`config.mk`:
```
export PLATFORM = sky130hd
export DESIGN_NAME = regfile
export DESIGN_NICKNAME = d
export VERILOG_FILES = /design/src/rv_isa_pkg.sv /design/src/core_pkg.sv /design/src/regfile.sv
export SDC_FILE = /design/constraint.sdc
export NUM_CORES = 2
export LEC_CHECK = 0
export ABC_CLOCK_PERIOD_IN_PS = 2870
export BUFFER_PORTS_ARGS = -buffer_cell sky130_fd_sc_hd__buf_4
export CORE_ASPECT_RATIO = 2
export CORE_MARGIN = 4
export CORE_UTILIZATION = 55
export CTS_CLUSTER_DIAMETER = 40
export DETAILED_ROUTE_END_ITERATION = 6
export GPL_TIMING_DRIVEN = 0
export PLACE_DENSITY = 0.72
export SYNTH_ARGS = -nofsm -noshare
export SYNTH_HDL_FRONTEND = slang
export SYNTH_SLANG_ARGS = --single-unit
```
`constraint.sdc`:
```
create_clock -name c_clk -period 2.87 [get_ports c_clk]
set_input_delay 0.4305 -clock c_clk [delete_from_list [all_inputs] [get_ports c_clk]]
set_output_delay 0.4305 -clock c_clk [all_outputs]
set_load 0.01 [all_outputs]
```
`src/rv_isa_pkg.sv`:
```
/* rv64 instruction set definitions */
package rv_isa_pkg;

    localparam int unsigned xlen = 64;

    typedef logic [4:0] reg_idx_t;

    // major opcodes of the integer computational groups
    typedef enum logic [6:0] {
        op_imm    = 7'b0010011,
        op_imm_32 = 7'b0011011,
        op        = 7'b0110011,
        op_32     = 7'b0111011,
        op_lui    = 7'b0110111,
        op_auipc  = 7'b0010111
    } opcode_t;

    // all eight encodings are named, sub/sra come from bit 30
    typedef enum logic [2:0] {
        f3_add  = 3'b000,
        f3_sll  = 3'b001,
        f3_slt  = 3'b010,
        f3_sltu = 3'b011,
        f3_xor  = 3'b100,
        f3_sr   = 3'b101,
        f3_or   = 3'b110,
        f3_and  = 3'b111
    } funct3_t;

    typedef struct packed {
        logic [6:0] funct7;
        reg_idx_t   rs2;
        reg_idx_t   rs1;
        funct3_t    funct3;
        reg_idx_t   rd;
        opcode_t    opcode;
    } r_type_t;

    typedef struct packed {
        logic [11:0] imm;
        reg_idx_t    rs1;
        funct3_t     funct3;
        reg_idx_t    rd;
        opcode_t     opcode;
    } i_type_t;

    typedef struct packed {
        logic [19:0] imm;
        reg_idx_t    rd;
        opcode_t     opcode;
    } u_type_t;

    typedef union packed {
        r_type_t r;
        i_type_t i;
        u_type_t u;
    } instr_t;

    // not a legal opcode, decodes to a bubble
    localparam logic [31:0] nop_word = 32'h0000_0000;

endpackage

```
`src/core_pkg.sv`:
```
/* core bus and pipeline types */
package core_pkg;

    localparam int unsigned wb_adr_w = rv_isa_pkg::xlen;
    localparam int unsigned wb_dat_w = 32;

    // wishbone classic, read only
    typedef struct packed {
        logic                cyc;
        logic                stb;
        logic [wb_adr_w-1:0] adr;
    } wb_req_t;

    typedef struct packed {
        logic                ack;
        logic [wb_dat_w-1:0] dat;
    } wb_rsp_t;

    // decode to execute
    typedef struct packed {
        logic                          valid;
        logic [rv_isa_pkg::xlen-1:0]   pc;
        rv_isa_pkg::instr_t            instr;
        logic [rv_isa_pkg::xlen-1:0]   rs1_val;
        logic [rv_isa_pkg::xlen-1:0]   rs2_val;
        logic [rv_isa_pkg::xlen-1:0]   imm;
    } dec_ex_t;

    // writeback register, also the retire record
    typedef struct packed {
        logic                          valid;
        logic [rv_isa_pkg::xlen-1:0]   pc;
        rv_isa_pkg::reg_idx_t          rd;
        logic [rv_isa_pkg::xlen-1:0]   value;
    } retire_t;

endpackage

```
`src/regfile.sv`:
```
/* integer register file */
module regfile (
    input  logic                        c_clk,
    input  logic                        c_rst_n,
    input  rv_isa_pkg::reg_idx_t        rs1_addr_i,
    input  rv_isa_pkg::reg_idx_t        rs2_addr_i,
    input  core_pkg::retire_t           wr_i,
    output logic [rv_isa_pkg::xlen-1:0] rs1_data_o,
    output logic [rv_isa_pkg::xlen-1:0] rs2_data_o
);
    import rv_isa_pkg::*;

    logic [xlen-1:0] regs_q [1:31];

    // x0 is hardwired, a same-cycle write passes straight through
    function automatic logic [xlen-1:0] read_port(input reg_idx_t addr);
        logic [xlen-1:0] data;
        if (addr == '0) begin
            data = '0;
        end else if (wr_i.valid && wr_i.rd == addr) begin
            data = wr_i.value;
        end else begin
            data = regs_q[addr];
        end
        return data;
    endfunction

    always_comb begin
        rs1_data_o = read_port(rs1_addr_i);
        rs2_data_o = read_port(rs2_addr_i);
    end

    always_ff @(posedge c_clk or negedge c_rst_n) begin
        if (!c_rst_n) begin
            for (int k = 1; k < 32; k++) begin
                regs_q[k] <= '0;
            end
        end else if (wr_i.valid && wr_i.rd != '0) begin
            regs_q[wr_i.rd] <= wr_i.value;
        end
    end

endmodule

```
# Word-level counts from Yosys, hierarchy flattened
# Cells that the tools add are included.
[word_totals] reg_bits=1984 input_bits=146 out_inout_bits=128
[op_classes] order_cmp=4 n_eq_ne=2 mux=13 bitwise=3 n_reduce_logical=7
[ops] cell="$bwmux W1984" count=1
[ops] cell="$bmux W64 S5" count=2
[ops] cell="$mux W64" count=9
[ops] cell="$demux W64 S5" count=1
[ops] cell="$ge A6 B6 Y1 const B" count=3
[ops] cell="$not A5 Y6" count=3
[ops] cell="$eq A5 B5 Y1" count=2
[ops] cell="$logic_not A5 Y1" count=2
[ops] cell="$lt A6 B1 Y1 const B" count=1
[ops] cell="$reduce_bool A5 Y1" count=1
[ops] cell="$logic_and A1 B1 Y1" count=4

# Logic depth before layout (Yosys ltp)
[depth] ltp_word=6 depth_mapped=10 ltp_nobuf=5

# Least setup slack after synthesis
# No wires, ideal clock.
[synth_path] path_kind="input-to-output" start="input port rs2_addr_i[0]" end="output port rs2_data_o[11] in the netlist's numbering" arrival_ns=2.084 required_time_ns=2.440 setup_slack_ns=0.356 stages=7 path_buffers=3 cell_sequence="buf_4 buf_6 buf_2 mux4_2 o22ai_1 nor2_1 o32a_1"
[synth_via] elab_chain_len=6 elab_cells_between_ends=9 classes_between="1 x eq/ne; 5 x mux; 1 x bitwise; 2 x reduce/logical"
[synth_lines] item="start, declared" line="regfile.sv:6" rtl="input rv_isa_pkg::reg_idx_t rs2_addr_i,"
[synth_lines] item="$not A5 Y6 (not written as such)" line="regfile.sv:23" rtl="data = regs_q[addr];"
[synth_lines] item="$bmux W64 S5" line="regfile.sv:23"
[synth_lines] item="$mux W64 (not written as such) (2 in series)" line="regfile.sv:23"
[synth_lines] item="$mux W64" line="regfile.sv:20" rtl="end else if (wr_i.valid && wr_i.rd == addr) begin"
[synth_lines] item="$mux W64 *" line="regfile.sv:18" rtl="if (addr == '0) begin"
[synth_lines] item="end, declared" line="regfile.sv:9" rtl="output logic [rv_isa_pkg::xlen-1:0] rs2_data_o"
# Mark *: on every way between the ends. The rest lies on a longest branch, timed or not. The select of a mux whose other input is x is not followed.

# Final worst setup path
[layout_path] start="input port rs2_addr_i[1]" end="output port rs2_data_o[60] in the netlist's numbering"
# The elaborated chain is that of the path after synthesis.

==> run metrics <==
outcome finished, violations left; failing checks DRC, setup timing; ys async rst share 100%; die area 202,000 sq um; syn nets between 7,000 and 8,000; vias in the first global route 85,000; critical path's most frequent cell buf_6; register bit count reported by yosys 1,984; flop2flop setup slack 1.83 ns; worst-margin pin slew between 1 and 1.5 ns; maximum single-stage delay on the critical path 0.53 ns; Root Buffer clkbuf_16; antenna viol nets, final 0; buffer and inverter count on the worst path 5; Area growth syn-to-layout 21.0%; FF-to-FF End regs_q[659]; Final period util 116%; crit-path leading delay family buffers and inverters; Worst Setup End Kind primary output; Reg clk slew, reported paths ~0.060 ns; Mapped Cells approximately 7,300; top cells by area, synth dfrtp_1, mux2_2, mux4_2, mux2i_1, clkbuf_1; Adder-Cell Fraction of Synth Area 0%; total power 88.0 mW; initial antenna violation count 53; Nets 8,056; detailed placement HPWL approximately 340,000 microns; Detailed Routing Iterations Pass 1 7; final number of setup-violating endpoints roughly 220; Compound-Gate Fraction of Synth Area 5.21%; cell count along the critical path 10; main combinational cell family by area after synthesis multiplexers; Synth top area share between 40% and 50%; xor and xnor area share after synthesis 0.0821%; vias per cell 7.80; RSZ-0062 raised after global routing true; Ys Warns 0; critical path startpoint category input pin; mean post-synth cell area between 10 and 15 sq um; Worst EP required approximately 2.4 ns; first-pass GRT wire length 679,000 microns; row cnt 228; register with the most flip-flops regs_q; GP Congestion 1.03; Skew-Pair Late Insertion Delay 0.90 ns; Mapped Area between 100,000 and 150,000 sq um; largest net degree at the start of global routing 190; I/O pins 274; htree depth 4; pre-CTS WS -2.39 ns; drt drc 2; FMAX 0.300 GHz; initial core utilization 55.4%; crit path kind in2out; commonest cells in the netlist mux2_2, dfrtp_1, mux4_2, clkbuf_1, buf_2; CP endpoint rs2_data_o[60]; post-synth top area cell dfrtp_1; Max Cap Violations 0; All-Layer GR Usage 49.2%; pwr dens 682 nW/um^2; simple-gate share of the synthesized area 2.42%; Tmin final 3.34 ns; number of buffers added on ports between 150 and 200; routed len/inst 47.0 microns; Hold Crit Class in2async; grt ovf 0; worst path arrival time 2.91 ns; DR vias 83,100; EDFF count, synth 0; Fin. Hold Viols 0; Rel. slew slack about 1.8%; Top FF cell, synth dfrtp_1; placeable core area 193,000 sq um; die width about 320 microns; Crit Path Max Fanout 10; Cell variety after synth 52; biggest regs regs_q (1984); final WL 500,000 microns; Worst path slowest cell nor4_4; Critical R2R Launch regs_q[659]; maximum VDD drop between 0.0004 and 0.0005 V; crit-path cells buf_4, buf_6, buf_6, buf_8, mux4_2, o22ai_1, nor4_4, nor2_2, a21oi_4, buf_6; Setup WS post-layout -0.467 ns; Setup Skew 0 ns; CTS Sinks 1,984; CTS Buf Count 200; proportion of synthesized area in mux cells 42.0%; crit path from rs2_addr_i[1]; Leak 55.2 nW; max FFs per register between 1,500 and 2,000; r2r worst-path depth 3; count leader, synth mux2_2; Die Y roughly 630 microns; Longest Clk Path Bufs 4; post-synthesis sequential area ratio around 47%; final-report max-slew violation count 0; share of layout cells above drive strength 1 59.4%; CTS tree yes; Initial DRC Count approximately 11,000
layer usage:
metal	wire (microns)	GRT usage, %	part of all wire (%)	vias to the layer above
li1	-	-	-	29600
met1	149000	51.5	30	42900
met2	221000	72.3	44	7339
met3	61400	19.4	12	3183
met4	69300	52.1	14	18
met5	237	1.14	0.047	-
logic make-up after synthesis:
| kind of cell | count (synthesis) |
|---|---|
| flops | 1984 |
| compound gates | 745 |
| mux | 3182 |
| xor+xnor | 10 |
| simple gates | 536 |
| buf+inv | 825 |
timing repair:
item	4_1_cts	5_1_grt
setup endpoints to repair	272	344
hold endpoints to repair	507	355
hold buffers	64	11
pin swaps	197	128
cloned	4	6
resized for setup	1590	380
buffers inserted	87	34
how the worst min path moves through the flow:
stage | startpoint | end | slack, ns
detailed placement | c_rst_n | regs_q[323] | 0.23
floorplan | c_rst_n | regs_q[0] | 0.13
CTS | c_rst_n | regs_q[389] | -0.69
finish | c_rst_n | regs_q[323] | 0.08
global placement | regs_q[1237] | regs_q[1237] | 0.48
global route | c_rst_n | regs_q[323] | 0.14
cell type report:
type,count,area (sq um)
clock buffers,270,5620
plain buffers,818,6960
inverters,2,25.0
repair buffers,431,4780
clock inverters,79,965
flip-flops and latches,1984,49600
diodes,63,158
fillers,13500,63700
multi-input cells,4473,57800
well taps,2530,3170
worst register-to-register path, delay by kind of cell (launching register included):
| family | cells | cell delay [ns] |
|---|---|---|
| buf+inv | 2 | 0.27 |
| flops | 1 | 0.41 |
| mux | 1 | 0.25 |
power by group:
group / switching [mW] / total, mW / internal [mW]
Combinational: 10.6 / 22.6 / 12.0
Clock: 12.3 / 27.6 / 15.4
Sequential: 4.32 / 37.8 / 33.4
cells in the final DEF (no fill, tap or decap), types with 26 or more instances in the layout:
cell type	n
buf_8	59
mux2_2	2042
a22oi_1	54
nor3_2	67
nor2_4	26
clkbuf_2	48
dlygate4sd3_1	69
o32a_1	29
diode_2	63
buf_16	53
a221oi_1	88
buf_6	192
a22oi_2	52
a211oi_2	43
buf_2	134
nor3_4	32
clkbuf_1	280
buf_12	63
dfrtp_1	1984
mux2i_1	204
o22ai_1	94
o22ai_2	69
a221oi_2	34
nor2_2	27
nand2_1	87
mux4_2	829
o22a_1	34
clkinv_2	31
a211oi_4	41
o22ai_4	39
clkbuf_16	218
clkbuf_4	55
mux2_1	45
clkbuf_8	69
buf_4	275
o221ai_1	32
nor2_1	135
stage by stage:
step                instance area [sq um]  TNS [ns]  hold slack, ns  std cells  utilization (%)
floorplan                          107000         0           0.135       7282                -
global placement                   111000         -           0.481      10000             57.8
detailed placement                 112000   -707.06           0.233      10000             58.2
CTS                                127000    -22.01          -0.691      10500             65.7
global route                       129000    -76.98           0.145      10600             66.9
finish                             129000    -36.11          0.0770      10700             67.0
No activity file was read; power rests on OpenSTA's default activity.
