==> src/rv_isa_pkg.sv <==
/* rv64 instruction set definitions */
package rv_isa_pkg;

    localparam int unsigned xlen = 64;

    typedef logic [4:0] reg_idx_t;

    // major opcodes of the integer computational groups
    typedef enum logic [6:0] {
        op_imm    = 7'b0010011,
        op_imm_32 = 7'b0011011,
        op        = 7'b0110011,
        op_32     = 7'b0111011,
        op_lui    = 7'b0110111,
        op_auipc  = 7'b0010111
    } opcode_t;

    // all eight encodings are named, sub/sra come from bit 30
    typedef enum logic [2:0] {
        f3_add  = 3'b000,
        f3_sll  = 3'b001,
        f3_slt  = 3'b010,
        f3_sltu = 3'b011,
        f3_xor  = 3'b100,
        f3_sr   = 3'b101,
        f3_or   = 3'b110,
        f3_and  = 3'b111
    } funct3_t;

    typedef struct packed {
        logic [6:0] funct7;
        reg_idx_t   rs2;
        reg_idx_t   rs1;
        funct3_t    funct3;
        reg_idx_t   rd;
        opcode_t    opcode;
    } r_type_t;

    typedef struct packed {
        logic [11:0] imm;
        reg_idx_t    rs1;
        funct3_t     funct3;
        reg_idx_t    rd;
        opcode_t     opcode;
    } i_type_t;

    typedef struct packed {
        logic [19:0] imm;
        reg_idx_t    rd;
        opcode_t     opcode;
    } u_type_t;

    typedef union packed {
        r_type_t r;
        i_type_t i;
        u_type_t u;
    } instr_t;

    // not a legal opcode, decodes to a bubble
    localparam logic [31:0] nop_word = 32'h0000_0000;

endpackage

==> src/core_pkg.sv <==
/* core bus and pipeline types */
package core_pkg;

    localparam int unsigned wb_adr_w = rv_isa_pkg::xlen;
    localparam int unsigned wb_dat_w = 32;

    // wishbone classic, read only
    typedef struct packed {
        logic                cyc;
        logic                stb;
        logic [wb_adr_w-1:0] adr;
    } wb_req_t;

    typedef struct packed {
        logic                ack;
        logic [wb_dat_w-1:0] dat;
    } wb_rsp_t;

    // decode to execute
    typedef struct packed {
        logic                          valid;
        logic [rv_isa_pkg::xlen-1:0]   pc;
        rv_isa_pkg::instr_t            instr;
        logic [rv_isa_pkg::xlen-1:0]   rs1_val;
        logic [rv_isa_pkg::xlen-1:0]   rs2_val;
        logic [rv_isa_pkg::xlen-1:0]   imm;
    } dec_ex_t;

    // writeback register, also the retire record
    typedef struct packed {
        logic                          valid;
        logic [rv_isa_pkg::xlen-1:0]   pc;
        rv_isa_pkg::reg_idx_t          rd;
        logic [rv_isa_pkg::xlen-1:0]   value;
    } retire_t;

endpackage

==> src/decode_stage.sv <==
/* instruction decode */
module decode_stage (
    input  logic                        c_clk,
    input  logic                        c_rst_n,
    input  logic                        fd_valid_i,
    input  logic [rv_isa_pkg::xlen-1:0] fd_pc_i,
    input  rv_isa_pkg::instr_t          fd_instr_i,
    input  logic [rv_isa_pkg::xlen-1:0] rs1_data_i,
    input  logic [rv_isa_pkg::xlen-1:0] rs2_data_i,
    output rv_isa_pkg::reg_idx_t        rs1_addr_o,
    output rv_isa_pkg::reg_idx_t        rs2_addr_o,
    output core_pkg::dec_ex_t           dx_o
);
    import rv_isa_pkg::*;

    logic            kept;
    logic [xlen-1:0] imm;
    logic            valid_q;
    logic [xlen-1:0] pc_q;
    instr_t          instr_q;
    logic [xlen-1:0] rs1_q;
    logic [xlen-1:0] rs2_q;
    logic [xlen-1:0] imm_q;

    // source fields sit at the same place in every format
    assign rs1_addr_o = fd_instr_i.r.rs1;
    assign rs2_addr_o = fd_instr_i.r.rs2;

    // opcode filter and immediate mux
    always_comb begin
        kept = 1'b0;
        imm  = '0;
        case (fd_instr_i.r.opcode)
            op_imm, op_imm_32: begin
                kept = 1'b1;
                imm  = {{(xlen-12){fd_instr_i.i.imm[11]}}, fd_instr_i.i.imm};
            end
            op_lui, op_auipc: begin
                kept = 1'b1;
                imm  = {{(xlen-32){fd_instr_i.u.imm[19]}}, fd_instr_i.u.imm, 12'b0};
            end
            op, op_32: begin
                kept = 1'b1;
            end
            default: begin
                kept = 1'b0;
            end
        endcase
    end

    always_ff @(posedge c_clk or negedge c_rst_n) begin
        if (!c_rst_n) begin
            valid_q <= 1'b0;
        end else begin
            valid_q <= fd_valid_i && kept;
        end
    end

    always_ff @(posedge c_clk) begin
        if (fd_valid_i) begin
            pc_q    <= fd_pc_i;
            instr_q <= fd_instr_i;
            rs1_q   <= rs1_data_i;
            rs2_q   <= rs2_data_i;
            imm_q   <= imm;
        end
    end

    assign dx_o = '{valid: valid_q, pc: pc_q, instr: instr_q,
                    rs1_val: rs1_q, rs2_val: rs2_q, imm: imm_q};

endmodule

==> config.mk <==
export PLATFORM = sky130hd
export DESIGN_NAME = decode_stage
export DESIGN_NICKNAME = d
export VERILOG_FILES = /design/src/rv_isa_pkg.sv /design/src/core_pkg.sv /design/src/decode_stage.sv
export SDC_FILE = /design/constraint.sdc
export NUM_CORES = 1
export LEC_CHECK = 0
export BUFFER_PORTS_ARGS = -buffer_cell sky130_fd_sc_hd__clkbuf_2
export CORE_AREA = 3 3 201 203
export CTS_CLUSTER_DIAMETER = 120
export DETAILED_ROUTE_END_ITERATION = 8
export DIE_AREA = 0 0 204 206
export SETUP_SLACK_MARGIN = 0.1
export SYNTH_ARGS = -nofsm -noshare
export SYNTH_HDL_FRONTEND = slang
export SYNTH_SLANG_ARGS = --single-unit
==> constraint.sdc <==
create_clock -name c_clk -period 1.28 [get_ports c_clk]
set_clock_uncertainty 0.05 [all_clocks]
set_input_delay 0.192 -clock c_clk [delete_from_list [all_inputs] [get_ports c_clk]]
set_output_delay 0.192 -clock c_clk [all_outputs]
set_load 0.02 [all_outputs]
**Word level (Yosys, flattened, before mapping)**

Index checks and enable logic that the tools add are counted.

- Bits in registers: 289
- Logic and storage cells: 18

- Equal/unequal tests: 6
- Muxes and demuxes: 2
- Reductions and logical operators: 4

Operators by type and width:

| operator | number |
|---|---|
| 64-bit case mux with 2 select lines | 1 |
| 7-bit by 5-bit equality test with 1-bit output (second input constant) | 3 |
| 7-bit by 6-bit equality test with 1-bit output (second input constant) | 3 |
| 6-bit OR reduction | 1 |
| 2-bit OR reduction | 2 |
| 1-bit logical AND | 1 |
| 1-bit two-way mux | 1 |

**Longest topological paths before layout**

- Depth in word-level cells: 4
- Depth in mapped cells: 5

**Worst setup path before layout**

No wires, ideal clock.

- Path type: reg2out
- From: register, netlist name imm_q[62]
- To: output dx_o[32] (netlist name)
- Arrival: 1.182 ns
- Data required time: 1.038 ns
- Setup slack: -0.144 ns
- Stages on the path, launching flop included: 2
- Cells stage by stage: edfxtp_1 > buf_4

RTL lines:

| item | line | source |
|---|---|---|
| end: declaration | decode_stage.sv:12 | `output core_pkg::dec_ex_t dx_o` |

==> impl_metrics.toml <==
[setup_path]
timing.critical_path.from_type = "register"
arrival_ns = 1.35
crit_start = "imm_q[62]"
crit_fanout = 33
worstSetupPathType = "reg2out"
cp.required_ns = 1.04
critical_path.endpoint_type = "primary output"

[run_status]
outcome = "finished, violations left"
failed_checks = "setup timing"

[global_route]
wire_length_of_the_first_global_routing_pass_um = 39300
initial_antenna_violation_count = 0
first_global_vias = 6631
grt_overflow = 0
grt_util_all_layers_pct = 12.4
grt_max_degree = 41

[finish]
ratio_of_cells_with_drive_above_1_in_the_final_layout_pct = 53.6
layout.cells.non_filler = 1657
area_growth_synth_to_finish_pct = 93.0
nNetsFinal = 1345
count_of_antenna_diodes_in_the_layout = 0

[placement]
dp_hpwl_um = 20100
port_buffers = 525
globalplace.congestion = 0.743
dp.cells = 1376

[clocking]
cts_max_path_buffers = 3
clock_tree.htree_level_count = 1
clock-root-buffer = "sky130_fd_sc_hd__clkbuf_16"
clkSlewWorstSetupHoldPaths_ns = 0.06
cts_num_sinks = 257
cts_buffers = 28
cts_tree = "done"

[power_and_ir_drop]
maximum_vdd_ir_drop_mv = 1.25
power-per-cell-area_nw_per_um2 = 1360
p_leak_nw = 6.97

[timing]
final_min_period_over_clock_period_pct = 125
final-hold-violation-count = 0
setup_viol_count_final = 289
max_slew.worst_pin.slew_ns = 0.406
fin_crit_ns = 1.59
finalMaxSlewViolations = 0
maxSlewHeadroom_pct = 72.9
grt_setup_unrepaired = "yes"
setup_ws_ns = -0.314
hold_slack_ns = 0.0335
maxClockFrequency_mhz = 627

[floorplanning]
standard_cell_row_count = 72
top_level_ports = 526
die_w_um = 204
fp.dieArea_sq_um = 42000
core-area_sq_um = 38600
floorplan.initialDensity_pct = 21.7
floorplan.die.height_um = 206

[drt]
ant_nets = 0
number_of_drc_markers_in_iteration_0 = 286
wl_per_cell_um = 18.3
length_of_the_first_detailed_routing_pass_in_iterations = 4
remaining_drc_errors = 0
vias_per_cell = 3.81
routed_wirelength_um = 30300
route.vias.total = 6320

[yosys]
mappedNetlistNets = 572
yosysSeqAreaShare_pct = 91.8
syn_area_sq_um = 8400
synth.top_cells.by_area = "sky130_fd_sc_hd__edfxtp_1 91%, sky130_fd_sc_hd__buf_4 4.0%, sky130_fd_sc_hd__a21o_1 1.4%"
synth.lib_cells_used.distinct = 18
synthCells = 345
synth_top_cell_area_share_pct = 91.5
synth_warnings = 0
syn-mean-instance-area_sq_um = 24.4
synth_top_area_cell = "sky130_fd_sc_hd__edfxtp_1"
ys_seq_elements = 257

[flow_run]
max_cap_viol_count = 0

[hold_path]
hold_path_stages = 1
worstHoldStart = "fd_valid_i"
worst_min_delay_path_category = "in2reg"
## cell usage after synthesis
cell type and instances:
sky130_fd_sc_hd__dfrtp_1 1, sky130_fd_sc_hd__nand2b_1 1, sky130_fd_sc_hd__and2b_4 1, sky130_fd_sc_hd__a31o_1 3, sky130_fd_sc_hd__and3_1 1, sky130_fd_sc_hd__and2_4 1
sky130_fd_sc_hd__buf_6 1, sky130_fd_sc_hd__a21o_1 16, sky130_fd_sc_hd__edfxtp_1 256, sky130_fd_sc_hd__a21oi_1 1, sky130_fd_sc_hd__and4b_4 1, sky130_fd_sc_hd__buf_8 1
sky130_fd_sc_hd__clkbuf_1 1, sky130_fd_sc_hd__and2_1 12, sky130_fd_sc_hd__buf_4 45, sky130_fd_sc_hd__nor4b_4 1, sky130_fd_sc_hd__nor3_1 1, sky130_fd_sc_hd__nand4b_4 1
## per-stage QoR
stage               util, %  power (mW)  setup TNS (ns)  setup WS [ns]  cell area, sq um
finish                 42.0        22.0          -21.24         -0.314             16200
global route           42.0        22.8          -36.59         -0.361             16200
CTS                    38.9        21.6          -31.35         -0.339             15000
detailed placement     30.1        12.7           -1.74         -0.105             11600
global placement       30.1        12.7           -1.15        -0.0802             11600
floorplan                 -        11.4           -4.60         -0.144              8400
## worst max-delay path, stage by stage, from the launching register on
cell	delay, ns
sky130_fd_sc_hd__edfxtp_1	0.42
sky130_fd_sc_hd__buf_12	0.18
sky130_fd_sc_hd__buf_2	0.18
## flip-flops by register name, indices dropped and copies added (netlist names)
signal / count
instr_q: 32
rs1_q: 64
rs2_q: 64
imm_q: 32
valid_q: 1
pc_q: 64
## final cells by class
type	instances	area (sq um)
Fill cell	3337	22400
Sequential cell	257	7710
Timing Repair Buffer	790	6590
Clock buffer	32	737
Tap cell	518	648
Multi-Input combinational cell	41	332
Clock inverter	19	199
## placed cells by master, fill, tap and decap left out
| cell | n |
|---|---|
| sky130_fd_sc_hd__clkbuf_4 | 6 |
| sky130_fd_sc_hd__nor4b_4 | 1 |
| sky130_fd_sc_hd__buf_6 | 183 |
| sky130_fd_sc_hd__and4b_4 | 1 |
| sky130_fd_sc_hd__clkbuf_16 | 29 |
| sky130_fd_sc_hd__edfxtp_1 | 256 |
| sky130_fd_sc_hd__bufinv_16 | 4 |
| sky130_fd_sc_hd__nand2b_1 | 1 |
| sky130_fd_sc_hd__clkinvlp_4 | 2 |
| sky130_fd_sc_hd__a31o_1 | 3 |
| sky130_fd_sc_hd__buf_2 | 81 |
| sky130_fd_sc_hd__buf_4 | 34 |
| sky130_fd_sc_hd__and2_4 | 1 |
| sky130_fd_sc_hd__clkbuf_1 | 3 |
| sky130_fd_sc_hd__clkbuf_8 | 17 |
| sky130_fd_sc_hd__and2_2 | 1 |
| sky130_fd_sc_hd__nor3_1 | 1 |
| sky130_fd_sc_hd__dlygate4sd3_1 | 226 |
| sky130_fd_sc_hd__and2_1 | 12 |
| sky130_fd_sc_hd__inv_6 | 1 |
| sky130_fd_sc_hd__a21oi_1 | 1 |
| sky130_fd_sc_hd__buf_8 | 5 |
| sky130_fd_sc_hd__and3_1 | 1 |
| sky130_fd_sc_hd__clkinv_4 | 1 |
| sky130_fd_sc_hd__dfrtp_1 | 1 |
| sky130_fd_sc_hd__clkinv_1 | 7 |
| sky130_fd_sc_hd__nand4b_4 | 1 |
| sky130_fd_sc_hd__and2b_4 | 1 |
| sky130_fd_sc_hd__clkbuf_2 | 234 |
| sky130_fd_sc_hd__buf_12 | 4 |
| sky130_fd_sc_hd__clkinv_2 | 4 |
| sky130_fd_sc_hd__a21o_1 | 16 |
## cells by family after synthesis
group | count (synthesis) | synth area share, %
flip-flops | 257 | 91.8
buffers and inverters | 48 | 4.38
AND/OR/NAND/NOR | 20 | 2.05
AO/OA/AOI/OAI | 20 | 1.80
## repair_timing
item,CTS,global route
hold endpoints to repair,256,0
setup buffers,0,1
hold buffers,226,0
gates resized for setup,50,637
pin swaps,0,1
endpoints found under the setup margin,289,308
cloned,0,3
## per-layer routing
metal	global-route usage [%]	vias up	routed length, um
met2	22.5	325	16000
met5	0	-	0
met4	4.33	0	1060
met1	13.4	3072	10600
li1	-	2858	-
met3	4.19	65	2690
## where the power goes
part / switching, mW / internal (mW)
clock network: 3.25 / 4.92
logic: 1.74 / 1.81
registers: 0.304 / 9.98
## final timing paths
path	end
max in group asynchronous	valid_q
worst min-delay path	instr_q[10]
worst max-delay path	dx_o[54]
min in group asynchronous	valid_q
No activity file was read; power rests on OpenSTA's default activity.
