**config.mk**
```make
export PLATFORM = sky130hd
export DESIGN_NAME = fetch_unit
export DESIGN_NICKNAME = d
export VERILOG_FILES = /design/src/rv_isa_pkg.sv /design/src/core_pkg.sv /design/src/fetch_unit.sv
export SDC_FILE = /design/constraint.sdc
export NUM_CORES = 1
export LEC_CHECK = 0
export BUFFER_PORTS_ARGS = -buffer_cell sky130_fd_sc_hd__clkbuf_2
export CAP_MARGIN = 20
export CORE_ASPECT_RATIO = 0.8
export CORE_MARGIN = 4
export CORE_UTILIZATION = 40
export CTS_CLUSTER_SIZE = 40
export DETAILED_ROUTE_END_ITERATION = 7
export PLACE_DENSITY_LB_ADDON = 0.08
export SLEW_MARGIN = 15
export SYNTH_ARGS = -nofsm -noshare
export SYNTH_HDL_FRONTEND = slang
export SYNTH_SLANG_ARGS = --single-unit
export TNS_END_PERCENT = 1
```
**constraint.sdc**
```tcl
create_clock -name c_clk -period 3.8 [get_ports c_clk]
set_clock_uncertainty 0.1 [all_clocks]
set_input_delay 0.76 -clock c_clk [delete_from_list [all_inputs] [get_ports c_clk]]
set_output_delay 0.76 -clock c_clk [all_outputs]
set_load 0.01 [all_outputs]
```
**src/rv_isa_pkg.sv**
```systemverilog
/* rv64 instruction set definitions */
package rv_isa_pkg;

    localparam int unsigned xlen = 64;

    typedef logic [4:0] reg_idx_t;

    // major opcodes of the integer computational groups
    typedef enum logic [6:0] {
        op_imm    = 7'b0010011,
        op_imm_32 = 7'b0011011,
        op        = 7'b0110011,
        op_32     = 7'b0111011,
        op_lui    = 7'b0110111,
        op_auipc  = 7'b0010111
    } opcode_t;

    // all eight encodings are named, sub/sra come from bit 30
    typedef enum logic [2:0] {
        f3_add  = 3'b000,
        f3_sll  = 3'b001,
        f3_slt  = 3'b010,
        f3_sltu = 3'b011,
        f3_xor  = 3'b100,
        f3_sr   = 3'b101,
        f3_or   = 3'b110,
        f3_and  = 3'b111
    } funct3_t;

    typedef struct packed {
        logic [6:0] funct7;
        reg_idx_t   rs2;
        reg_idx_t   rs1;
        funct3_t    funct3;
        reg_idx_t   rd;
        opcode_t    opcode;
    } r_type_t;

    typedef struct packed {
        logic [11:0] imm;
        reg_idx_t    rs1;
        funct3_t     funct3;
        reg_idx_t    rd;
        opcode_t     opcode;
    } i_type_t;

    typedef struct packed {
        logic [19:0] imm;
        reg_idx_t    rd;
        opcode_t     opcode;
    } u_type_t;

    typedef union packed {
        r_type_t r;
        i_type_t i;
        u_type_t u;
    } instr_t;

    // not a legal opcode, decodes to a bubble
    localparam logic [31:0] nop_word = 32'h0000_0000;

endpackage

```
**src/core_pkg.sv**
```systemverilog
/* core bus and pipeline types */
package core_pkg;

    localparam int unsigned wb_adr_w = rv_isa_pkg::xlen;
    localparam int unsigned wb_dat_w = 32;

    // wishbone classic, read only
    typedef struct packed {
        logic                cyc;
        logic                stb;
        logic [wb_adr_w-1:0] adr;
    } wb_req_t;

    typedef struct packed {
        logic                ack;
        logic [wb_dat_w-1:0] dat;
    } wb_rsp_t;

    // decode to execute
    typedef struct packed {
        logic                          valid;
        logic [rv_isa_pkg::xlen-1:0]   pc;
        rv_isa_pkg::instr_t            instr;
        logic [rv_isa_pkg::xlen-1:0]   rs1_val;
        logic [rv_isa_pkg::xlen-1:0]   rs2_val;
        logic [rv_isa_pkg::xlen-1:0]   imm;
    } dec_ex_t;

    // writeback register, also the retire record
    typedef struct packed {
        logic                          valid;
        logic [rv_isa_pkg::xlen-1:0]   pc;
        rv_isa_pkg::reg_idx_t          rd;
        logic [rv_isa_pkg::xlen-1:0]   value;
    } retire_t;

endpackage

```
**src/fetch_unit.sv**
```systemverilog
/* instruction fetch */
module fetch_unit #(
    parameter logic [rv_isa_pkg::xlen-1:0] reset_pc = '0
) (
    input  logic                        c_clk,
    input  logic                        c_rst_n,
    input  core_pkg::wb_rsp_t           ibus_i,
    output core_pkg::wb_req_t           ibus_o,
    output logic                        fd_valid_o,
    output logic [rv_isa_pkg::xlen-1:0] fd_pc_o,
    output rv_isa_pkg::instr_t          fd_instr_o
);
    import rv_isa_pkg::*;

    logic            req_q;
    logic [xlen-1:0] pc_q;
    logic            take;

    // request is held until ack, then the next one starts at once
    assign ibus_o.cyc = req_q;
    assign ibus_o.stb = req_q;
    assign ibus_o.adr = pc_q;

    assign take = req_q && ibus_i.ack;

    always_ff @(posedge c_clk or negedge c_rst_n) begin
        if (!c_rst_n) begin
            req_q      <= 1'b0;
            pc_q       <= reset_pc;
            fd_valid_o <= 1'b0;
        end else begin
            req_q      <= 1'b1;
            fd_valid_o <= take;
            if (take) begin
                pc_q <= pc_q + xlen'(4);
            end
        end
    end

    // fetch/decode payload
    always_ff @(posedge c_clk) begin
        if (take) begin
            fd_pc_o    <= pc_q;
            fd_instr_o <= ibus_i.dat;
        end
    end

endmodule

```
# ---- Word-level counts from Yosys, hierarchy flattened
# Cells that the tools add are included.
dict set report word_totals {
  regBits 162
}
dict set report op_classes {
  addsub 1
  reduce_logical 1
}
# op n
set ops {}
lappend ops {{adder 64 x 3 -> 64 bit (second input constant)} 1}
lappend ops {{logical AND 1 bit} 1}

# ---- Longest topological paths before layout
# Gate-level depths: netlist of run 1.
dict set report depth {
  ltp_word 1
  ltp_mapped 6
}

# ---- Worst setup path before layout of run 1
# No wires, ideal clock.
dict set report synth_path {
  path_type {input -> register}
  from {input port ibus_i[32] (netlist name)}
  to {register pc_q[4]}
  stages 4
  t_arrival_ps 3191
  required_time_ps 3573
  path_slack_ps 381
  path_cell_list {nand2_1 > inv_1 > nand2_1 > xnor2_1}
}
dict set report synth_via {
  elab_chain_len 1
}
# element line
set synth_lines {}
lappend synth_lines {{from (decl)} fetch_unit.sv:7} ;# input core_pkg::wb_rsp_t ibus_i,
lappend synth_lines {{logical AND 1 bit} fetch_unit.sv:24} ;# assign take = req_q && ibus_i.ack;
lappend synth_lines {{via take} fetch_unit.sv:17} ;# logic take;
lappend synth_lines {{to (signal assigned)} fetch_unit.sv:29} ;# pc_q <= reset_pc;
lappend synth_lines {{to (signal assigned)} fetch_unit.sv:35} ;# pc_q <= pc_q + xlen'(4);
lappend synth_lines {{to (decl)} fetch_unit.sv:16} ;# logic [xlen-1:0] pc_q;
# The timed path passes the listed nets, and every way through them passes these cells.
# A chain may end at the register's enable or synchronous reset.

# ---- Worst setup path in the final report of run 1
dict set report layout_path {
  from {register pc_q[6]}
  to {register pc_q[63]}
}
dict set report layout_via {
  elab_chain_len 1
}
# element line
set layout_lines {}
lappend layout_lines {{adder 64 x 3 -> 64 bit} fetch_unit.sv:35}
# Every way passes these cells.

==> results.md, run 1 <==
* Switching power at between 0.8 and 0.9 mW
* Max FO, Critical Path at 15
* Commonest non-fill, non-tap cell in the layout: clkbuf_2
* Tmin final at 2360 ps
* Chip width at between 100 and 150 µm
* P&R area growth vs syn at 31.0%
* Register-to-register setup slack at 1440 ps
* Initial Util at 41.0%
* Leak at 3.53 nW
* Largest net degree at the start of global routing at 52
* Clock root cell: clkbuf_16
* Via density at 4.89
* Worst hold slack at 228 ps
* PD cells at 517 mW/mm²
* # setup viols final at 0
* GPL Wtd Cong at 0.803
* Footprint of the multi-input gates at 0.00139 mm²
* Final period utilization at 62.1%
* Design Area, Final at 0.00774 mm²
* Max Slew Vio Count at 0
* Post-synthesis adder-cell area fraction at 0.212%
* Most frequent cells in the layout: clkbuf_2, edfxtp_1, dfrtp_1, xnor2_1
* Simple-Gate Fraction of Synth Area at approximately 14%
* Post-CTS Setup Repair Bufs at 0
* Port Buf Inserts at 193
* CTS resizes at 0
* Post-synthesis xor/xnor area fraction at 9.05%
* Largest family of logic cells by synthesized area: simple AND/OR/NAND/NOR gates
* Share of cells above drive strength 1 at between 40% and 50%
* Sequential Area at 0.00442 mm²
* Syn Area/Cell at roughly 16 µm²
* Synth area leaders: edfxtp_1, dfrtp_1, xnor2_1
* I/O pin cnt at just under 200
* First-pass GRT wire length at around 21 mm
* Crit path kind: flip-flop to flip-flop
* Filler Cells Inserted at 1235
* Vert. Die Dim at ~120 µm
* Status: complete, no violations
* Detail Placement HPWL at approximately 9.7 mm
* R2R depth at 5
* Mapped Area at approximately 0.0059 mm²
* CTS sink cnt at 158
* HP Class: input port to async pin
* Max VDD drop at just over 300 µV
* Yosys top cell area share at 47.8%
* Required @ worst endpoint at 4040 ps
* Initial DRC count at ~220
* GRT Residual Overflow at 0
* Vias in the first global route at 3776
* Maxcap violations at 0
* Setup TNS at 0 ps
* Reg clk slew, reported paths at 60 ps
* Die Area at 0.0168 mm²
* Row cnt at 39
* Worst setup margin at 1440 ps
* Worst-Skew Late Latency at 420 ps
* DR pass1 iterations at 6
* Startpoint Class: flip-flop
* Seq pwr share at 48.8%
* Total power at roughly 4.0 mW
* Clock buffer depth at 2
* Sw frac at 21.5%
* Seq/Total Area, Yosys at between 70% and 80%
* Initial antenna violation count at 0
* Mux contribution to synthesized area at 0.191%
* Slew @ Worst Pin at roughly 650 ps
* ANT nets after route at 0
* Total Routing Usage GR at roughly 16%
* Post-Place Setup Slack at approximately 1100 ps
* Yosys reg bits at 158
* Final hold violations at 0
* Core area at ~0.014 mm²
* Upper clock frequency limit at 0.424 GHz
* Logic gate share of total power at approximately 5.3%
* Cell Int Power at 3.14 mW
* WL/cell at 17.2 µm
* Total CTS buffers at 17
* Ant diodes at 0
* Htree depth at 4
* R2r startpoint: pc_q[6]$_DFFE_PN0P_
* Drt total wl at 13.4 mm
* CTS tree: built
* Final #Nets at slightly above 600
* Reg2reg end: pc_q[63]$_DFFE_PN0P_
* Cells after Synth at approximately 370
* Unique masters post-synth at 31
* Slew margin rel. at between 50% and 60%
* Ys Warns at 0
* RSZ-0062 raised after global routing: no
* Clock power frac at around 46%
* CP Capture Type: flip-flop
* Post-synth top area cell: edfxtp_1
* Placed cell area at slightly above 0.007 mm²
* # DRC at 0
* Vias post-DR at 3807
* WP data arrival at 2600 ps
* Compound-gate portion of the synthesized area at 0%
* CTS Hold Buffers Added at 0
-- how the worst max path moves through the flow --
stage / from / to / slack (ps) / cells past startpoint
final: pc_q[6]$_DFFE_PN0P_ / pc_q[63]$_DFFE_PN0P_ / 1440 / 5
after global routing: pc_q[6]$_DFFE_PN0P_ / pc_q[61]$_DFFE_PN0P_ / 1200 / 5
after CTS: pc_q[6]$_DFFE_PN0P_ / pc_q[63]$_DFFE_PN0P_ / 1370 / 5
after detailed placement: ibus_i[32] / pc_q[63]$_DFFE_PN0P_ / 1060 / 6
after global placement: ibus_i[32] / pc_q[63]$_DFFE_PN0P_ / 1130 / 6
after floorplan: ibus_i[32] / pc_q[4]$_DFFE_PN0P_ / 380 / 4
-- stage by stage --
step	std cells	util (%)
2_1_floorplan	375	-
5_1_grt	779	53.7
4_1_cts	779	53.7
3_5_place_dp	748	49.3
3_3_place_gp	748	49.3
6_report	779	53.7
-- cells in the mapped netlist --
master,instances
and4_2,1
or3_1,3
or3_2,1
nor3_1,11
nor3_4,1
or4b_4,1
nand4_1,14
mux2_2,1
nand3_1,24
nor4_1,7
or4_1,1
nor4_2,3
nor4b_4,1
conb_1,2
nor2_1,19
edfxtp_1,94
buf_4,6
xor2_1,25
and3_1,5
dfrtp_1,64
nor3_2,5
nand3_4,1
and4_1,2
nand4_4,2
nor4_4,2
buf_6,1
ha_1,1
and2_1,1
nand2_1,25
xnor2_1,36
inv_1,12
-- metal layers --
metal / global-route usage [%] / vias up / part of all wire, %
li1: - / 1756 / -
met1: 22.9 / 1872 / 46
met2: 23.8 / 159 / 45
met3: 5.12 / 20 / 8.1
met4: 6.59 / 0 / 1.7
met5: 0 / - / 0
-- state kept, by name, summed over array words and instances (netlist names) --
| signal | count |
|---|---|
| pc_q | 62 |
| fd_pc_o | 62 |
| fd_valid_o | 1 |
| fd_instr_o | 32 |
| req_q | 1 |
-- kinds of logic after synthesis --
| group | count (synthesis) |
|---|---|
| flip-flops | 158 |
| AND/OR/NAND/NOR | 130 |
| XOR/XNOR | 61 |
| buffers and inverters | 19 |
| other | 2 |
| multiplexers | 1 |
| adder cells (fa/ha/maj) | 1 |
-- critical path, cell delays in order, from the launching register on --
cell     delay (ps)
dfrtp_1         440
nand4_1         320
nor4_4          530
nand4_4         350
nor4b_4         370
xor2_1          170
-- power by group through the flow --
| stage | combinational [mW] | sequential (mW) | clock (mW) |
|---|---|---|---|
| final | 0.212 | 1.95 | 1.84 |
| after global routing | 0.236 | 1.96 | 1.97 |
| after CTS | 0.219 | 1.95 | 1.89 |
| after detailed placement | 0.218 | 1.99 | 0 |
| after global placement | 0.213 | 1.98 | 0 |
| after floorplan | 0.0771 | 2.01 | 0 |
-- final cells by class --
class | count | share of cell area, %
timing repair buffer | 196 | 12.9
clock inverter | 14 | 2.80
tap | 184 | 2.98
inverter | 12 | 0.615
multi-input combinational | 198 | 18.0
clock buffer | 17 | 5.50
sequential | 158 | 57.2
No activity file was read; power rests on OpenSTA's default activity.
==> run 2: changes to the inputs <==
Clock period 3.8 ns to 2.2 ns, I/O delays scaled along.
==> results.md, run 2 (same netlist as run 1, synthesis figures left out) <==
* First-pass GRT wire length at 21.4 mm (+2.6%)
* Placed cell area at 0.00748 mm² (+5.5%)
* Status: complete, no violations
* Tmin final at 2140 ps (-217 ps)
* Crit path kind: flip-flop to flip-flop
* Upper clock frequency limit at 0.467 GHz (+10%)
* Final #Nets at 667 (+7.8%)
* Largest regs: fd_pc_o x62, pc_q x62, fd_instr_o x32
* Worst-Skew Late Latency at 410 ps (about the same)
* Startpoint Class: flip-flop
* WP data arrival at 2340 ps (-260 ps)
* Most frequent cells in the layout: clkbuf_2, edfxtp_1, dfrtp_1, buf_4, xnor2_1
* Chip width at 144 µm (unchanged)
* CTS sink cnt at 158 (unchanged)
* Initial Util at 41.0% (unchanged)
* Maxcap violations at 0 (unchanged)
* Initial antenna violation count at 0 (unchanged)
* Commonest non-fill, non-tap cell in the layout: clkbuf_2
* Row cnt at 39 (unchanged)
* I/O pin cnt at 198 (unchanged)
* Clock buffer depth at 2 (unchanged)
* ANT nets after route at 0 (unchanged)
* Design Area, Final at 0.00813 mm² (+5.0%)
* Ant diodes at 0 (unchanged)
* Htree depth at 4 (unchanged)
* GPL Wtd Cong at 0.773 (-3.8%)
* HP Class: input port to flip-flop
* CTS tree: built
* Vias in the first global route at 3919 (+3.8%)
* Vias post-DR at 3872 (+1.7%)
* Finished Layout Cells at 828 (+6.3%)
* Core area at 0.0144 mm² (unchanged)
* Leak at 3.77 nW (+6.8%)
* Largest net degree at the start of global routing at 65 (+25%)
* Drt total wl at 13.6 mm (+1.3%)
* Initial DRC count at 271 (+26%)
* Max Slew Vio Count at 0 (unchanged)
* Cells after DPL at 794 (+6.1%)
* DR pass1 iterations at 4 (-2)
* Port Buf Inserts at 193 (unchanged)
* Max VDD drop at 645 µV (+110%)
* Via density at 4.68 (-4.3%)
* Utilization after layout at 56.5% (+2.7 points)
* Total CTS buffers at 17 (unchanged)
* Max FO, Critical Path at 6 (-9)
* # setup viols final at 0 (unchanged)
* Setup TNS at 0 ps (unchanged)
* Final period utilization at 97.4% (+35 points)
* P&R area growth vs syn at 37.6%
* CP Capture Type: flip-flop
* PD cells at 832 mW/mm² (+61%)
* Final hold violations at 0 (unchanged)
* GRT Residual Overflow at 0 (unchanged)
* Required @ worst endpoint at 2400 ps (-1640 ps)
* RSZ-0062 raised after global routing: yes
* Clock root cell: clkbuf_16
* Die Area at 0.0168 mm² (unchanged)
* Vert. Die Dim at 117 µm (unchanged)
* # DRC at 0 (unchanged)
* Reg clk slew, reported paths at 60 ps (about the same)
* WL/cell at 16.4 µm (-4.7%)
* Detail Placement HPWL at 9.86 mm (+1.3%)
* Total Routing Usage GR at 16.8% (+0.43 points)
* Share of cells above drive strength 1 at 46.6% (+5.2 points)
[run 2: power by group]
part	internal [mW]	switching, mW
clock	1.72	1.22
combinational	0.214	0.280
sequential	3.27	0.0548
[run 2: final timing paths]
check / from / to / slack, ps / cells after the start
hold reg to reg: pc_q[62]$_DFFE_PN0P_ / fd_pc_o[62]$_DFFE_PP_ / 390 / 0
max in group asynchronous: c_rst_n / pc_q[46]$_DFFE_PN0P_ / 1240 / 3
setup / recovery: pc_q[2]$_DFFE_PN0P_ / pc_q[18]$_DFFE_PN0P_ / 60 / 5
setup reg to reg: pc_q[2]$_DFFE_PN0P_ / pc_q[18]$_DFFE_PN0P_ / 60 / 5
hold / removal: ibus_i[22] / fd_instr_o[22]$_DFFE_PP_ / 100 / 1
min in group asynchronous: c_rst_n / pc_q[10]$_DFFE_PN0P_ / 460 / 3
[run 2: metrics by stage]
stage | worst slack (ps) | hold WS, ps | power [mW]
after detailed placement | -2.16 | 379 | 3.89
after floorplan | -208 | 44.4 | 3.60
final | 56.4 | 95.8 | 6.76
after CTS | 30.6 | 76.5 | 6.85
after global routing | -30.9 | 65.6 | 7.06
after global placement | 62.8 | 369 | 3.87
[run 2: critical path, stage by stage, from the launching register on]
cell,delay [ps]
dfrtp_1,360
ha_1,180
nand4_1,280
or3_1,480
or3_2,500
xnor2_1,140
[run 2: metal layers]
metal,track usage (%),vias to the layer above,routed length (µm)
met5,0,-,0
met4,4.89,0,126
met3,5.32,9,1050
met2,26.4,143,6280
met1,22.5,1862,6120
li1,-,1858,-
[run 2: repair_timing]
item	in CTS	in global routing
pin swaps	1	1
gates resized for setup	0	3
endpoints found under the setup margin	2	6
hold endpoints to repair	64	0
buffers inserted	1	0
hold buffers	1	0
[run 2: area by class of cell]
class                           count  area (µm²)
Clock inverter                     14         158
Inverter                           12        48.8
Timing Repair Buffer              244        1400
Multi-Input combinational cell    198        1420
Tap cell                          184         230
Clock buffer                       18         439
Sequential cell                   158        4430
Fill cell                        1193        6270
==> run 3: changes to the inputs <==
Settings changed: MAX_ROUTING_LAYER from default to met4.
==> results.md, run 3 (same netlist as run 1, synthesis figures left out) <==
* Clock root cell: clkbuf_16
* Maxcap violations at 0 (unchanged)
* Chip width at 144 µm (unchanged)
* Tmin final at 2140 ps (-0.0311 ps)
* Critical path, cell by cell: ha_1 -> nand4_1 -> or3_1 -> or3_2 -> xnor2_1
* CP peak stage delay at 500 ps (about the same)
* DR pass1 iterations at 4 (unchanged)
* First-pass GRT wire length at 21.4 mm (-0.16%)
* Vias in the first global route at 3924 (+0.13%)
* Total power at 6.76 mW (+0.10%)
* Largest regs: fd_pc_o x62, pc_q x62, fd_instr_o x32
* WL/cell at 16.4 µm (+0.27%)
* Clock buffer depth at 2 (unchanged)
* P&R area growth vs syn at 37.6% (unchanged)
* # setup viols final at 0 (unchanged)
* Upper clock frequency limit at 0.467 GHz (about the same)
* Ant diodes at 0 (unchanged)
* Vert. Die Dim at 117 µm (unchanged)
* Die Area at 0.0168 mm² (unchanged)
* Slowest CP cell: or3_2
* CTS tree: built
* HP Class: input port to flip-flop
* Total Routing Usage GR at 17.3% (+0.50 points)
* Design Area, Final at 0.00813 mm² (unchanged)
* PD cells at 832 mW/mm² (+0.10%)
* Drt total wl at 13.6 mm (+0.27%)
* Reg clk slew, reported paths at 60 ps (about the same)
* Buf/Inv on CP at 0 (unchanged)
* WP data arrival at 2340 ps (about the same)
* Row cnt at 39 (unchanged)
* Crit path kind: flip-flop to flip-flop
* GPL Wtd Cong at 0.783 (+1.4%)
* # DRC at 0 (unchanged)
* Final hold violations at 0 (unchanged)
* Share of cells above drive strength 1 at 46.6% (unchanged)
* Worst-Skew Late Latency at 420 ps (about the same)
* Initial antenna violation count at 0 (unchanged)
* Total CTS buffers at 17 (unchanged)
* Leak at 3.77 nW (unchanged)
* Initial DRC count at 235 (-13%)
* CP Capture Type: flip-flop
* Worst setup margin at 56.4 ps (+0.0311 ps)
* Required @ worst endpoint at 2400 ps (about the same)
* Core area at 0.0144 mm² (unchanged)
* Port Buf Inserts at 193 (unchanged)
* I/O pin cnt at 198 (unchanged)
* RSZ-0062 raised after global routing: yes
* Max FO, Critical Path at 6 (unchanged)
* Final period utilization at 97.4% (about the same)
* Most frequent cells in the layout: clkbuf_2, edfxtp_1, dfrtp_1, buf_4, xnor2_1
* Cell family with most CP delay: simple AND/OR/NAND/NOR gates
* Largest net degree at the start of global routing at 65 (unchanged)
* GRT Residual Overflow at 0 (unchanged)
* Status: complete, no violations
* ANT nets after route at 0 (unchanged)
* Detail Placement HPWL at 9.86 mm (unchanged)
* Initial Util at 41.0% (unchanged)
* Htree depth at 4 (unchanged)
* Max VDD drop at 645 µV (about the same)
* Startpoint Class: flip-flop
* Max Slew Vio Count at 0 (unchanged)
* Vias post-DR at 3880 (+0.21%)
* CTS sink cnt at 158 (unchanged)
* Placed cell area at 0.00748 mm² (unchanged)
* Commonest non-fill, non-tap cell in the layout: clkbuf_2
* Post-Place Setup Slack at -2.16 ps (unchanged)
* Final #Nets at 667 (unchanged)
* Via density at 4.69 (+0.21%)
## run 3: timing repair
action                                  in CTS  in global routing
hold buffers                                 1                  0
pin swaps                                    1                  1
setup buffers                                1                  0
endpoints found under the hold margin       64                  0
gates resized for setup                      0                  3
endpoints found under the setup margin       2                  6
## run 3: final cells by class
type / count / area, µm²
tap: 184 / 230
sequential: 158 / 4430
inverter: 12 / 48.8
clock inverter: 14 / 158
clock buffer: 18 / 439
fill: 1193 / 6270
multi-input combinational: 198 / 1420
timing repair buffer: 244 / 1400
## run 3: routing by layer
| layer | up-vias | routed length [µm] | GRT usage, % |
|---|---|---|---|
| li1 | 1858 | - | - |
| met1 | 1871 | 6210 | 22.7 |
| met2 | 145 | 6300 | 26.4 |
| met3 | 6 | 1020 | 5.53 |
| met4 | 0 | 83 | 4.14 |
| met5 | - | 0 | - |
## run 3: where the power goes
part	internal [mW]	total (mW)	switching, mW
Clock	1.72	2.95	1.22
Combinational	0.214	0.494	0.281
Sequential	3.27	3.33	0.0550
Total	5.21	6.76	1.56
## run 3: stage by stage
step	TNS, ps	hold WS [ps]	instances	util, %
floorplan	-19760	44.4	375	-
global placement	0	369	794	52.0
detailed placement	-2.16	379	794	52.0
CTS	0	76.5	828	56.3
global route	-44.9	63.7	828	56.5
finish	0	95.6	828	56.5
## run 3: worst paths after layout
path                                 startpoint                       end  slack, ps  depth (start not counted)
setup / recovery            pc_q[2]$_DFFE_PN0P_      pc_q[18]$_DFFE_PN0P_         60                          5
hold / removal                       ibus_i[22]  fd_instr_o[22]$_DFFE_PP_        100                          1
setup reg to reg            pc_q[2]$_DFFE_PN0P_      pc_q[18]$_DFFE_PN0P_         60                          5
hold reg to reg            pc_q[62]$_DFFE_PN0P_     fd_pc_o[62]$_DFFE_PP_        390                          0
max in group asynchronous               c_rst_n      pc_q[46]$_DFFE_PN0P_       1240                          3
min in group asynchronous               c_rst_n      pc_q[10]$_DFFE_PN0P_        460                          3
## run 3: worst register-to-register path, cell delays in order, from the launching register on
cell     delay, ps
dfrtp_1        360
ha_1           180
nand4_1        280
or3_1          480
or3_2          500
xnor2_1        140
